## config.mk

```make
export PLATFORM = sky130hd
export DESIGN_NAME = axi_ls_bridge
export DESIGN_NICKNAME = d
export VERILOG_FILES = /design/src/hw/axi_ls_pkg.sv /design/src/hw/axi_ls_bridge.sv
export SDC_FILE = /design/constraint.sdc
export NUM_CORES = 1
export LEC_CHECK = 0
export BUFFER_PORTS_ARGS = -buffer_cell sky130_fd_sc_hd__buf_2
export CAP_MARGIN = 30
export CORE_AREA = 2 2 222 224
export CTS_CLUSTER_SIZE = 12
export DETAILED_ROUTE_END_ITERATION = 10
export DIE_AREA = 0 0 224 226
export PLACE_DENSITY = 0.45
export RECOVER_POWER = 100
export SLEW_MARGIN = 15
export SYNTH_ARGS = -nofsm -noshare
export SYNTH_HDL_FRONTEND = slang
export SYNTH_SLANG_ARGS = --single-unit
```

## constraint.sdc

```tcl
create_clock -name clock -period 4.6 [get_ports clock]
set_clock_uncertainty 0.1 [all_clocks]
set_input_delay 0.46 -clock clock [delete_from_list [all_inputs] [get_ports clock]]
set_output_delay 0.46 -clock clock [all_outputs]
set_load 0.03 [all_outputs]
```

## src/hw/axi_ls_pkg.sv

```systemverilog
package axi_ls_pkg;

    // core and bus widths
    localparam int XLEN       = 64;
    localparam int AXI_DATA_W = 64;
    localparam int AXI_ADDR_W = 64;
    localparam int AXI_ID_W   = 4;
    localparam int AXI_STRB_W = AXI_DATA_W / 8;

    // attributes the bridge drives on every request
    localparam logic [2:0] AXI_PROT_DEFAULT = 3'b000;  // unprivileged, secure, data
    localparam logic [3:0] AXI_CACHE_RD     = 4'b0010; // normal non-cacheable
    localparam logic [3:0] AXI_CACHE_WR     = 4'b1111; // write-back, r/w allocate

    typedef enum logic [1:0] {
        axi_burst_fixed = 2'b00,
        axi_burst_incr  = 2'b01,
        axi_burst_wrap  = 2'b10
    } axi_burst_e;

    typedef enum logic [1:0] {
        axi_resp_okay   = 2'b00,
        axi_resp_exokay = 2'b01,
        axi_resp_slverr = 2'b10,
        axi_resp_decerr = 2'b11
    } axi_resp_e;

    // address channel payload, shared layout for aw and ar
    typedef struct packed {
        logic [AXI_ADDR_W-1:0] addr;
        logic [AXI_ID_W-1:0]   id;
        logic [7:0]            len;
        logic [2:0]            size;
        axi_burst_e            burst;
        logic                  lock;
        logic [3:0]            cache;
        logic [2:0]            prot;
        logic [3:0]            qos;
        logic [3:0]            region;
    } axi_aw_t;

    typedef axi_aw_t axi_ar_t;

    typedef struct packed {
        logic [AXI_DATA_W-1:0] data;
        logic [AXI_STRB_W-1:0] strb;
        logic                  last;
    } axi_w_t;

    typedef struct packed {
        logic [AXI_ID_W-1:0] id;
        axi_resp_e           resp;
    } axi_b_t;

    typedef struct packed {
        logic [AXI_DATA_W-1:0] data;
        logic [AXI_ID_W-1:0]   id;
        axi_resp_e             resp;
        logic                  last;
    } axi_r_t;

    // bridge state machines
    typedef enum logic [1:0] {
        w_idle    = 2'b00,
        w_aw_wait = 2'b01,
        w_w_wait  = 2'b11,
        w_b_done  = 2'b10
    } w_state_e;

    typedef enum logic [1:0] {
        r_idle    = 2'b00,
        r_ar_wait = 2'b01,
        r_r_wait  = 2'b11,
        r_r_done  = 2'b10
    } r_state_e;

endpackage

```

## src/hw/axi_ls_bridge.sv

```systemverilog
`timescale 1ns/1ps

module axi_ls_bridge
    import axi_ls_pkg::*;
(
    input  logic            clock,
    input  logic            reset,

    input  logic            wr_valid_i,
    input  logic            rw_valid_i,
    input  logic [XLEN-1:0] rw_addr_i,
    input  logic [XLEN-1:0] rw_w_data_i,
    input  logic [AXI_STRB_W-1:0] rw_w_mask_i,
    input  logic [2:0]      wr_size_i,
    output logic            wr_ok_o,
    output logic            rw_ready_o,
    output logic [XLEN-1:0] data_read_o,

    output axi_aw_t         aw_req_o,
    output logic            aw_valid_o,
    input  logic            aw_ready_i,
    output axi_w_t          w_req_o,
    output logic            w_valid_o,
    input  logic            w_ready_i,
    input  axi_b_t          b_rsp_i,
    input  logic            b_valid_i,
    output logic            b_ready_o,
    output axi_ar_t         ar_req_o,
    output logic            ar_valid_o,
    input  logic            ar_ready_i,
    input  axi_r_t          r_rsp_i,
    input  logic            r_valid_i,
    output logic            r_ready_o
);

    localparam logic [AXI_ID_W-1:0] BRIDGE_ID = 4'd1;

    w_state_e        w_state;
    w_state_e        w_state_next;
    r_state_e        r_state;
    r_state_e        r_state_next;
    logic [XLEN-1:0] addr_q;     // address in flight, shared by both directions
    logic [XLEN-1:0] rd_data_q;
    logic            b_seen_q;   // write response arrived
    logic            addr_hit;
    logic [2:0]      lane;

    assign addr_hit = (rw_addr_i == addr_q);
    assign lane     = rw_addr_i[2:0];

    always_ff @(posedge clock or negedge reset) begin
        if (!reset) begin
            w_state   <= w_idle;
            r_state   <= r_idle;
            addr_q    <= '0;
            rd_data_q <= '0;
            b_seen_q  <= 1'b0;
        end else begin
            w_state <= w_state_next;
            r_state <= r_state_next;
            if (w_state == w_aw_wait || r_state == r_ar_wait) begin
                addr_q <= rw_addr_i;
            end
            if (w_state == w_b_done && b_valid_i) begin
                b_seen_q <= 1'b1;
            end else if (w_state != w_b_done) begin
                b_seen_q <= 1'b0;
            end
            if (r_valid_i && r_ready_o) begin
                rd_data_q <= r_rsp_i.data;
            end
        end
    end

    // write sequence: aw, then w, then wait for b
    always_comb begin
        w_state_next = w_state;
        case (w_state)
            w_idle: begin
                if (wr_valid_i) begin
                    w_state_next = w_aw_wait;
                end
            end
            w_aw_wait: begin
                if (aw_ready_i) begin
                    w_state_next = w_w_wait;
                end
            end
            w_w_wait: begin
                if (w_ready_i) begin
                    w_state_next = w_b_done;
                end
            end
            w_b_done: begin
                // leave only once the response is in
                if (b_seen_q && !wr_valid_i) begin
                    w_state_next = w_idle;
                end else if (b_seen_q && !addr_hit) begin
                    w_state_next = w_aw_wait; // new address while held
                end
            end
            default: w_state_next = w_idle;
        endcase
    end

    always_comb begin
        r_state_next = r_state;
        case (r_state)
            r_idle: begin
                if (rw_valid_i) begin
                    r_state_next = r_ar_wait;
                end
            end
            r_ar_wait: begin
                if (ar_ready_i) begin
                    r_state_next = r_r_wait;
                end
            end
            r_r_wait: begin
                if (r_valid_i) begin
                    r_state_next = r_r_done;
                end
            end
            r_r_done: begin
                if (!rw_valid_i) begin
                    r_state_next = r_idle;
                end else if (!addr_hit) begin
                    r_state_next = r_ar_wait;
                end
            end
            default: r_state_next = r_idle;
        endcase
    end

    assign aw_valid_o = (w_state == w_aw_wait);
    assign w_valid_o  = (w_state == w_w_wait);
    assign b_ready_o  = (w_state == w_b_done) && b_valid_i;
    assign ar_valid_o = (r_state == r_ar_wait);
    assign r_ready_o  = (r_state == r_r_wait);

    // done levels drop as soon as the request or address moves
    assign wr_ok_o     = (w_state == w_b_done) && b_seen_q && wr_valid_i && addr_hit;
    assign rw_ready_o  = (r_state == r_r_done) && rw_valid_i && addr_hit;
    assign data_read_o = rw_ready_o ? rd_data_q : '0;

    assign aw_req_o = '{
        addr:   {rw_addr_i[XLEN-1:3], 3'b000}, // 8-byte aligned
        id:     BRIDGE_ID,
        len:    8'd0,
        size:   wr_size_i,
        burst:  axi_burst_incr,
        lock:   1'b0,
        cache:  AXI_CACHE_WR,
        prot:   AXI_PROT_DEFAULT,
        qos:    4'd0,
        region: 4'd0
    };

    // data moves by whole bytes, strobe by one bit per byte
    assign w_req_o = '{
        data: rw_w_data_i << {lane, 3'b000},
        strb: rw_w_mask_i << lane,
        last: 1'b1
    };

    assign ar_req_o = '{
        addr:   rw_addr_i,
        id:     BRIDGE_ID,
        len:    8'd0,
        size:   3'd3,   // always a full word
        burst:  axi_burst_incr,
        lock:   1'b0,
        cache:  AXI_CACHE_RD,
        prot:   AXI_PROT_DEFAULT,
        qos:    4'd0,
        region: 4'd0
    };

endmodule

```

Word level (Yosys, flattened, before mapping)

Index checks and enable logic that the tools add are counted.

Bits in registers: 133
Bits in latches: 0
Memory bits (writable): 0
Memory bits (read-only): 0
Input bits: 225
Output and inout port bits: 338
Logic and storage cells: 55
Memories kept: 0

Add/sub/neg operators: 0
Multipliers: 0
Divide/modulo/power cells: 0
Order comparisons: 0
Equality and inequality tests: 16
Shifts and indexed selects: 2
Mux-type cells: 15
Bitwise operators: 0
Reduce and logical (&&, ||, !) cells: 17

Operators with widths:

| kind               | count |
|---|---|
| $eq 64x64->1       | 1 |
| $mux 64            | 1 |
| $shl 64x6->64      | 1 |
| $mux 2             | 10 |
| $pmux 2 s4         | 2 |
| $logic_and 1x1->1  | 9 |
| $eq 2x2->1 const B | 4 |
| $ne 2x2->1 const B | 4 |
| $reduce_and 4->1   | 2 |
| $shl 8x3->8        | 1 |
| $ne 2x1->1 const B | 3 |
| $ne 3x3->1 const B | 2 |
| $eq 2x1->1 const B | 2 |
| $logic_not 2->1    | 2 |
| $logic_not 1->1    | 2 |
| $mux 1             | 2 |
| $reduce_bool 2->1  | 1 |
| $logic_or 1x1->1   | 1 |

Logic depth before layout (Yosys ltp)

Gate-level depths: netlist of run 1.

Word-level depth: 6
Mapped depth: 7

Least setup slack after synthesis of run 1

Ideal clock, no wire load.

Kind: input -> output
Start: input rw_addr_i[2]
End: output data_read_o[56]
Arrival: 2246 ps
Setup slack: 1794 ps
Cell stages on the path: 7
Buffers on the path: 2
Cells stage by stage: buf_6 > xnor2_2 > nand4_1 > nor4_2 > nand4_4 > buf_6 > nor3_1

Longest elaborated chain between the ends: 3

Ends and longest elaborated chain:

| item              | line                 | RTL |
|---|---|---|
| start, declared   | axi_ls_bridge.sv:11  | `input logic [XLEN-1:0] rw_addr_i,` |
| $eq 64x64->1      | axi_ls_bridge.sv:48  | `assign addr_hit = (rw_addr_i == addr_q);` |
| $logic_and 1x1->1 | axi_ls_bridge.sv:143 | `assign rw_ready_o = (r_state == r_r_done) && rw_valid_i && addr_hit;` |
| $mux 64           | axi_ls_bridge.sv:144 | `assign data_read_o = rw_ready_o ? rd_data_q : '0;` |
| end, declared     | axi_ls_bridge.sv:17  | `output logic [XLEN-1:0] data_read_o,` |

No other way between the ends.

==> results of run 1 <==
==> power breakdown <==
group | total (µW) | leakage (µW) | internal, µW | switching, µW
Combinational | 2520 | 0.00342 | 1220 | 1300
Sequential | 2130 | 0.00156 | 1780 | 351
Clock | 1430 | 0.000274 | 861 | 573
Total | 6080 | 0.00525 | 3860 | 2220
==> state kept, by name, indices dropped and copies added (netlist names) <==
signal / cells
r_state: 2
w_state: 2
b_seen_q: 1
addr_q: 64
rd_data_q: 64
==> synth_stat cells (16+ instances only) <==
cell type,number
sky130_fd_sc_hd__buf_4,195
sky130_fd_sc_hd__mux2_2,146
sky130_fd_sc_hd__dfrtp_1,133
sky130_fd_sc_hd__mux2i_1,76
sky130_fd_sc_hd__inv_1,65
sky130_fd_sc_hd__nor3_1,64
sky130_fd_sc_hd__xnor2_1,63
sky130_fd_sc_hd__nor2_1,45
sky130_fd_sc_hd__nand2_1,35
sky130_fd_sc_hd__o21ai_0,33
sky130_fd_sc_hd__a21oi_1,26
sky130_fd_sc_hd__clkbuf_1,25
sky130_fd_sc_hd__buf_2,20
sky130_fd_sc_hd__o22ai_1,19
sky130_fd_sc_hd__nand4_1,16
==> cell type report <==
| cell class | count | area (µm²) |
|---|---|---|
| antenna | 2 | 5.00 |
| clock buffer | 19 | 443 |
| clock inverter | 11 | 154 |
| fill | 5394 | 36400 |
| inverter | 65 | 244 |
| multi-input combinational | 652 | 4810 |
| sequential | 133 | 3330 |
| tap | 622 | 778 |
| timing repair buffer | 491 | 2170 |
==> final timing paths <==
| check | end | slack (ps) | depth (start not counted) |
|---|---|---|---|
| worst max-delay path | w_req_o[10] | 730 | 6 |
| worst min-delay path | rd_data_q[44]$_DFFE_PN0P_ | 120 | 2 |
| max in group asynchronous | rd_data_q[34]$_DFFE_PN0P_ | 1130 | 4 |
| min in group asynchronous | rd_data_q[24]$_DFFE_PN0P_ | 600 | 2 |
| worst min register to register | rd_data_q[58]$_DFFE_PN0P_ | 400 | 1 |
| worst max register to register | addr_q[33]$_DFFE_PN0P_ | 970 | 5 |
==> cells by family after synthesis <==
group,count (synthesis)
AO/OA/AOI/OAI,95
other,2
flip-flops,133
multiplexers,222
XOR/XNOR,64
AND/OR/NAND/NOR,204
buffers and inverters,323
==> routing by layer <==
| layer | vias up | GRT usage [%] |
|---|---|---|
| met1 | 3902 | 14.3 |
| met2 | 295 | 20.3 |
| met3 | 34 | 3.47 |
| met5 | - | 0 |
| met4 | 4 | 4.60 |
| li1 | 3886 | - |
==> what timing repair did <==
item,in CTS,in global routing
hold endpoints to repair,37,0
setup endpoints to repair,0,0
hold buffers,1,0
==> per-stage QoR <==
stage	utilization [%]	power (µW)
after floorplan	-	4180
after global placement	24.1	4670
after detailed placement	24.1	4730
after CTS	25.4	6240
after global routing	24.7	6540
final	24.7	6080
==> out/qor.txt, run 1 <==
first-pass detailed-route iteration total = 4
First DRT Iteration DRCs = 283
total number of vias = 8,121
measured slew at the worst slew-check pin = 2320 ps
Async S/R FF share, synth = 100%
Setup violations, final = 0
type of the worst setup path = input pin to output port
final instance area = 11,900 µm²
critical path required time = 4040 ps
Detail Route Antenna Nets = 0
number of H-tree levels = 4
yosys warns = 0
routed wl met3 = 1.78 mm
Post-CTS Setup Repair Bufs = 0
post-detailed-placement half-perimeter wirelength = 23.5 mm
total routing usage reported by global routing = 12.0%
cell breakdown of the critical path = buf_4 > buf_4 > clkbuf_2 > nor2_1 > and2_1 > clkbuf_1
TritonCTS clock tree = built
die width = 224 µm
number of max-cap violations = 2
number of nets in the finished design = 1,585
pin count of the biggest net entering global routing = 88
Std-Cell Core Area = 48,300 µm²
final routed DRC violation total = 0
crit-path max cell delay = 1150 ps
initial standard-cell utilization of the core = 20.6%
fin crit period = 3870 ps
final RePlAce weighted congestion = 0.846
min-delay worst type = input pin to register
number of antenna violations at the first check in global routing = 4
vias in the first global route = 7,712
highest achievable clock rate = 259 MHz
critical path's slowest cell = sky130_fd_sc_hd__clkbuf_2
Max-slew headroom = -54.8%
buffers plus inverters on the worst setup path = 4
P per Cell Area = 510 nW/µm²
biggest area contributors in the synthesized netlist = sky130_fd_sc_hd__dfrtp_1, sky130_fd_sc_hd__mux2_2, sky130_fd_sc_hd__buf_4
Critical Path Most Common Cell = sky130_fd_sc_hd__buf_4
sequential-to-total area share from yosys stat = 33.5%
total global routing overflow = 0
RSZ-0062 raised after global routing = no
status = finished, violations left
detailed-route wire length on metal 1 = 12.8 mm
cells after synthesis = 1,043
leading cell type in the layout, fill and taps excluded = sky130_fd_sc_hd__clkbuf_1
most used cells in the layout excluding fill and tap cells = sky130_fd_sc_hd__clkbuf_1, sky130_fd_sc_hd__buf_2, sky130_fd_sc_hd__mux2_2
Distinct cells, synth = 33
I/O pin count = 563
number of synthesized register bits = 133
largest area contributor in the synthesized netlist = sky130_fd_sc_hd__dfrtp_1
placed cell areas = 11,700 µm²
Post-Syn Area = 9940 µm²
count of instances resized after the clock tree is built = 0
xor and xnor area share after synthesis = 5.72%
synthesis-to-finish area growth = 20.1%
Final Hold Fails = 0
CTS Buffer Depth = 2
mux contribution to synthesized area = 24.2%
max layer used = met5
clock slew at the register clock pins of the worst setup and hold paths = 60 ps
global-route wire length before repair = 45.7 mm
final setup TNS = 0 ps
top cell type's share of synthesized area = 33.5%
chip height = 226 µm
synthesized-area fraction occupied by and/or/nand/nor cells = 10.5%
CP Max Fanout = 68
data arrival at the endpoint of the critical path = 3310 ps
startpoint type of the worst setup path = input pin
EDFF count, synth = 0
main combinational cell family by area after synthesis = multiplexers
pre-CTS setup slack = 1090 ps
kind of cell with the highest combined delay on the critical path = buffers and inverters
Min-Delay Startpoint = r_rsp_i[51]
Critical path origin = rw_addr_i[0]
launch instance of the worst register-to-register path = w_state[0]$_DFFE_PN0P_
IO buf count = 476
number of non-filler instances in the completed layout = 1,995
root buffer selected by CTS = sky130_fd_sc_hd__clkbuf_16
synthesized-area fraction occupied by ao, oa, aoi and oai cells = 5.53%
Min Hold Slack = 119 ps
Peak supply drop = 217 µV
insertion delay to the later sink of the worst-skew pair = 470 ps
total placed cells including tap cells = 1,961
per-instance average area after synthesis = 9.53 µm²
clock buffer count from CTS = 17
post-route fraction of the period consumed by the critical path = 84.1%
Routed Wire Length = 31.1 mm
die outline area = 50,600 µm²
Clock Sinks = 133
leakage power of the design = 0.00525 µW
Std-Cell Rows = 81
share of post-route cells with drive strength above 1 = 30.9%
adder and majority cell fraction of the synthesized area = 0%
final worst setup slack = 733 ps
violations in the final reports = max-capacitance violations, max-slew violations
Setup crit end kind = output port
routed wire length on met2 = 15.8 mm
mean routed wirelength per cell = 15.6 µm
per-cell via count in the routed design = 4.07
most common flop cell mapped by yosys = sky130_fd_sc_hd__dfrtp_1
count of final max-slew check failures = 119
Power figures use the tool's default switching activity.
==> inputs of run 2 (changes only) <==
--- a/config.mk
+++ b/config.mk
@@ -11,7 +11,7 @@
 export CTS_CLUSTER_SIZE = 12
 export DETAILED_ROUTE_END_ITERATION = 10
 export DIE_AREA = 0 0 224 226
-export PLACE_DENSITY = 0.45
+export PLACE_DENSITY = 0.46
 export RECOVER_POWER = 100
 export SLEW_MARGIN = 15
 export SYNTH_ARGS = -nofsm -noshare
==> constraint.sdc (replaced) <==
create_clock -name clock -period 3.3 [get_ports clock]
set_clock_uncertainty 0.1 [all_clocks]
set_input_delay 0.33 -clock clock [delete_from_list [all_inputs] [get_ports clock]]
set_output_delay 0.33 -clock clock [all_outputs]
set_load 0.03 [all_outputs]
==> out/qor.txt, run 2 (synthesized netlist as in run 1, its figures left out) <==
total number of vias = 8,447
Setup crit end kind = output port
Detail Route Antenna Nets = 0
met2 global-route usage = 21.1%
insertion delay to the later sink of the worst-skew pair = 470 ps
pin count of the biggest net entering global routing = 72
violations in the final reports = max-capacitance violations, max-slew violations
I/O pin count = 563
placed cell areas = 11,800 µm²
status = finished, violations left
most crowded layer after global routing = met2
die outline area = 50,600 µm²
Peak supply drop = 276 µV
final routed DRC violation total = 0
clock slew at the register clock pins of the worst setup and hold paths = 60 ps
TritonCTS clock tree = built
leading cell type in the layout, fill and taps excluded = sky130_fd_sc_hd__buf_2
total routing usage reported by global routing = 12.1%
Std-Cell Rows = 81
antenna diode count = 0
most used cells in the layout excluding fill and tap cells = sky130_fd_sc_hd__buf_2, sky130_fd_sc_hd__mux2_2, sky130_fd_sc_hd__clkbuf_1
clock buffer count from CTS = 17
number of nets in the finished design = 1,673
min-delay worst type = input pin to register
crit-path max cell delay = 540 ps
Min-Delay Startpoint = rw_addr_i[37]
kind of cell with the highest combined delay on the critical path = buffers and inverters
Final Power = 8750 µW
post-detailed-placement half-perimeter wirelength = 23.8 mm
IO buf count = 476
First DRT Iteration DRCs = 269
P per Cell Area = 667 nW/µm²
Max-slew headroom = -17.9%
vias in the first global route = 8,054
final RePlAce weighted congestion = 0.789
Final Hold Fails = 0
count of final max-slew check failures = 160
synthesis-to-finish area growth = 31.9%
measured slew at the worst slew-check pin = 1770 ps
Routed Wire Length = 31.9 mm
critical path required time = 2870 ps
initial standard-cell utilization of the core = 20.6%
number of antenna violations at the first check in global routing = 1
RSZ-0062 raised after global routing = yes
per-cell via count in the routed design = 4.06
share of post-route cells with drive strength above 1 = 37.9%
startpoint type of the worst setup path = input pin
global-route wire length before repair = 46.2 mm
root buffer selected by CTS = sky130_fd_sc_hd__clkbuf_16
Critical path origin = rw_addr_i[30]
Std-Cell Core Area = 48,300 µm²
mean routed wirelength per cell = 15.3 µm
fin crit period = 3190 ps
die width = 224 µm
leakage power of the design = 0.00614 µW
number of H-tree levels = 4
first-pass detailed-route iteration total = 4
launch instance of the worst register-to-register path = r_state[1]$_DFFE_PN0P_
number of max-cap violations = 3
Setup violations, final = 0
cell breakdown of the critical path = dlygate4sd3_1 > buf_2 > xnor2_1 > nand4_1 > nor4_2 > nand4_4 > buf_12 > nor3_1 > buf_4
registers with the highest flip-flop counts = addr_q: 64 flops, rd_data_q: 64 flops
met1 Resource Use GR = 13.9%
chip height = 226 µm
highest achievable clock rate = 314 MHz
type of the worst setup path = input pin to output port
final instance area = 13,100 µm²
data arrival at the endpoint of the critical path = 2760 ps
critical path's slowest cell = sky130_fd_sc_hd__dlygate4sd3_1
global-route met3 utilization = 3.17%
buffers plus inverters on the worst setup path = 4
total global routing overflow = 0
post-route fraction of the period consumed by the critical path = 96.6%
share of the core filled with cells = 27.1%
Clock Sinks = 133
CP Max Fanout = 70
CTS Buffer Depth = 2
==> run 2: changes by cell type in the layout (fill, tap and decap cells not counted), moves of 4 or more <==
cell and delta:
sky130_fd_sc_hd__buf_4 +18, sky130_fd_sc_hd__clkinvlp_4 -4, sky130_fd_sc_hd__clkbuf_1 -112, sky130_fd_sc_hd__nor3_1 -5
sky130_fd_sc_hd__and2_0 -7, sky130_fd_sc_hd__nor3_2 +4, sky130_fd_sc_hd__dlygate4sd3_1 +82, sky130_fd_sc_hd__buf_2 +93
sky130_fd_sc_hd__and2_1 +7
==> run 2: final cells by class <==
type / instances / area, µm²
clock buffers: 19 / 453
fillers: 5249 / 35200
flip-flops and latches: 133 / 3330
well taps: 622 / 778
multi-input cells: 652 / 4870
clock inverters: 13 / 169
inverters: 65 / 244
repair buffers: 579 / 3260
==> run 2: final timing paths <==
check / to / slack, ps / cells after the start
max in group asynchronous: addr_q[30]$_DFFE_PN0P_ / 550 / 3
setup reg to reg: rd_data_q[52]$_DFFE_PN0P_ / 590 / 4
min in group asynchronous: rd_data_q[5]$_DFFE_PN0P_ / 700 / 2
hold / removal: addr_q[37]$_DFFE_PN0P_ / 60 / 2
hold reg to reg: rd_data_q[31]$_DFFE_PN0P_ / 400 / 1
setup / recovery: data_read_o[0] / 110 / 9
==> run 2: metal layers <==
layer / vias to the layer above / share of wire (%)
li1: 4059 / -
met1: 4047 / 41
met2: 288 / 51
met3: 51 / 5.3
met4: 2 / 2.6
met5: - / 0.041
==> run 2: where the power goes <==
| part | switching [µW] | leakage [µW] | total, µW | internal (µW) |
|---|---|---|---|---|
| Sequential | 492 | 0.00156 | 2980 | 2480 |
| Combinational | 1890 | 0.00427 | 3710 | 1820 |
| Clock | 822 | 0.000305 | 2060 | 1240 |
| Total | 3200 | 0.00614 | 8750 | 5540 |
==> run 2: timing repair <==
action,CTS,global route
resized for setup,10,17
hold endpoints to repair,137,0
pin swaps,3,4
setup buffers,0,0
endpoints found under the setup margin,64,43
hold buffers,83,0
cloned,0,0
==> run 2: stage by stage <==
step / std cells / setup WS, ps / TNS, ps / hold slack [ps]
2_1_floorplan: 1108 / 754 / 0 / -65.6
3_3_place_gp: 1968 / 273 / 0 / 282
3_5_place_dp: 1968 / 205 / 0 / 276
4_1_cts: 2083 / 4.32 / 0 / 0.0718
5_1_grt: 2083 / -30.6 / -227 / 32.7
6_report: 2083 / 113 / 0 / 57.6
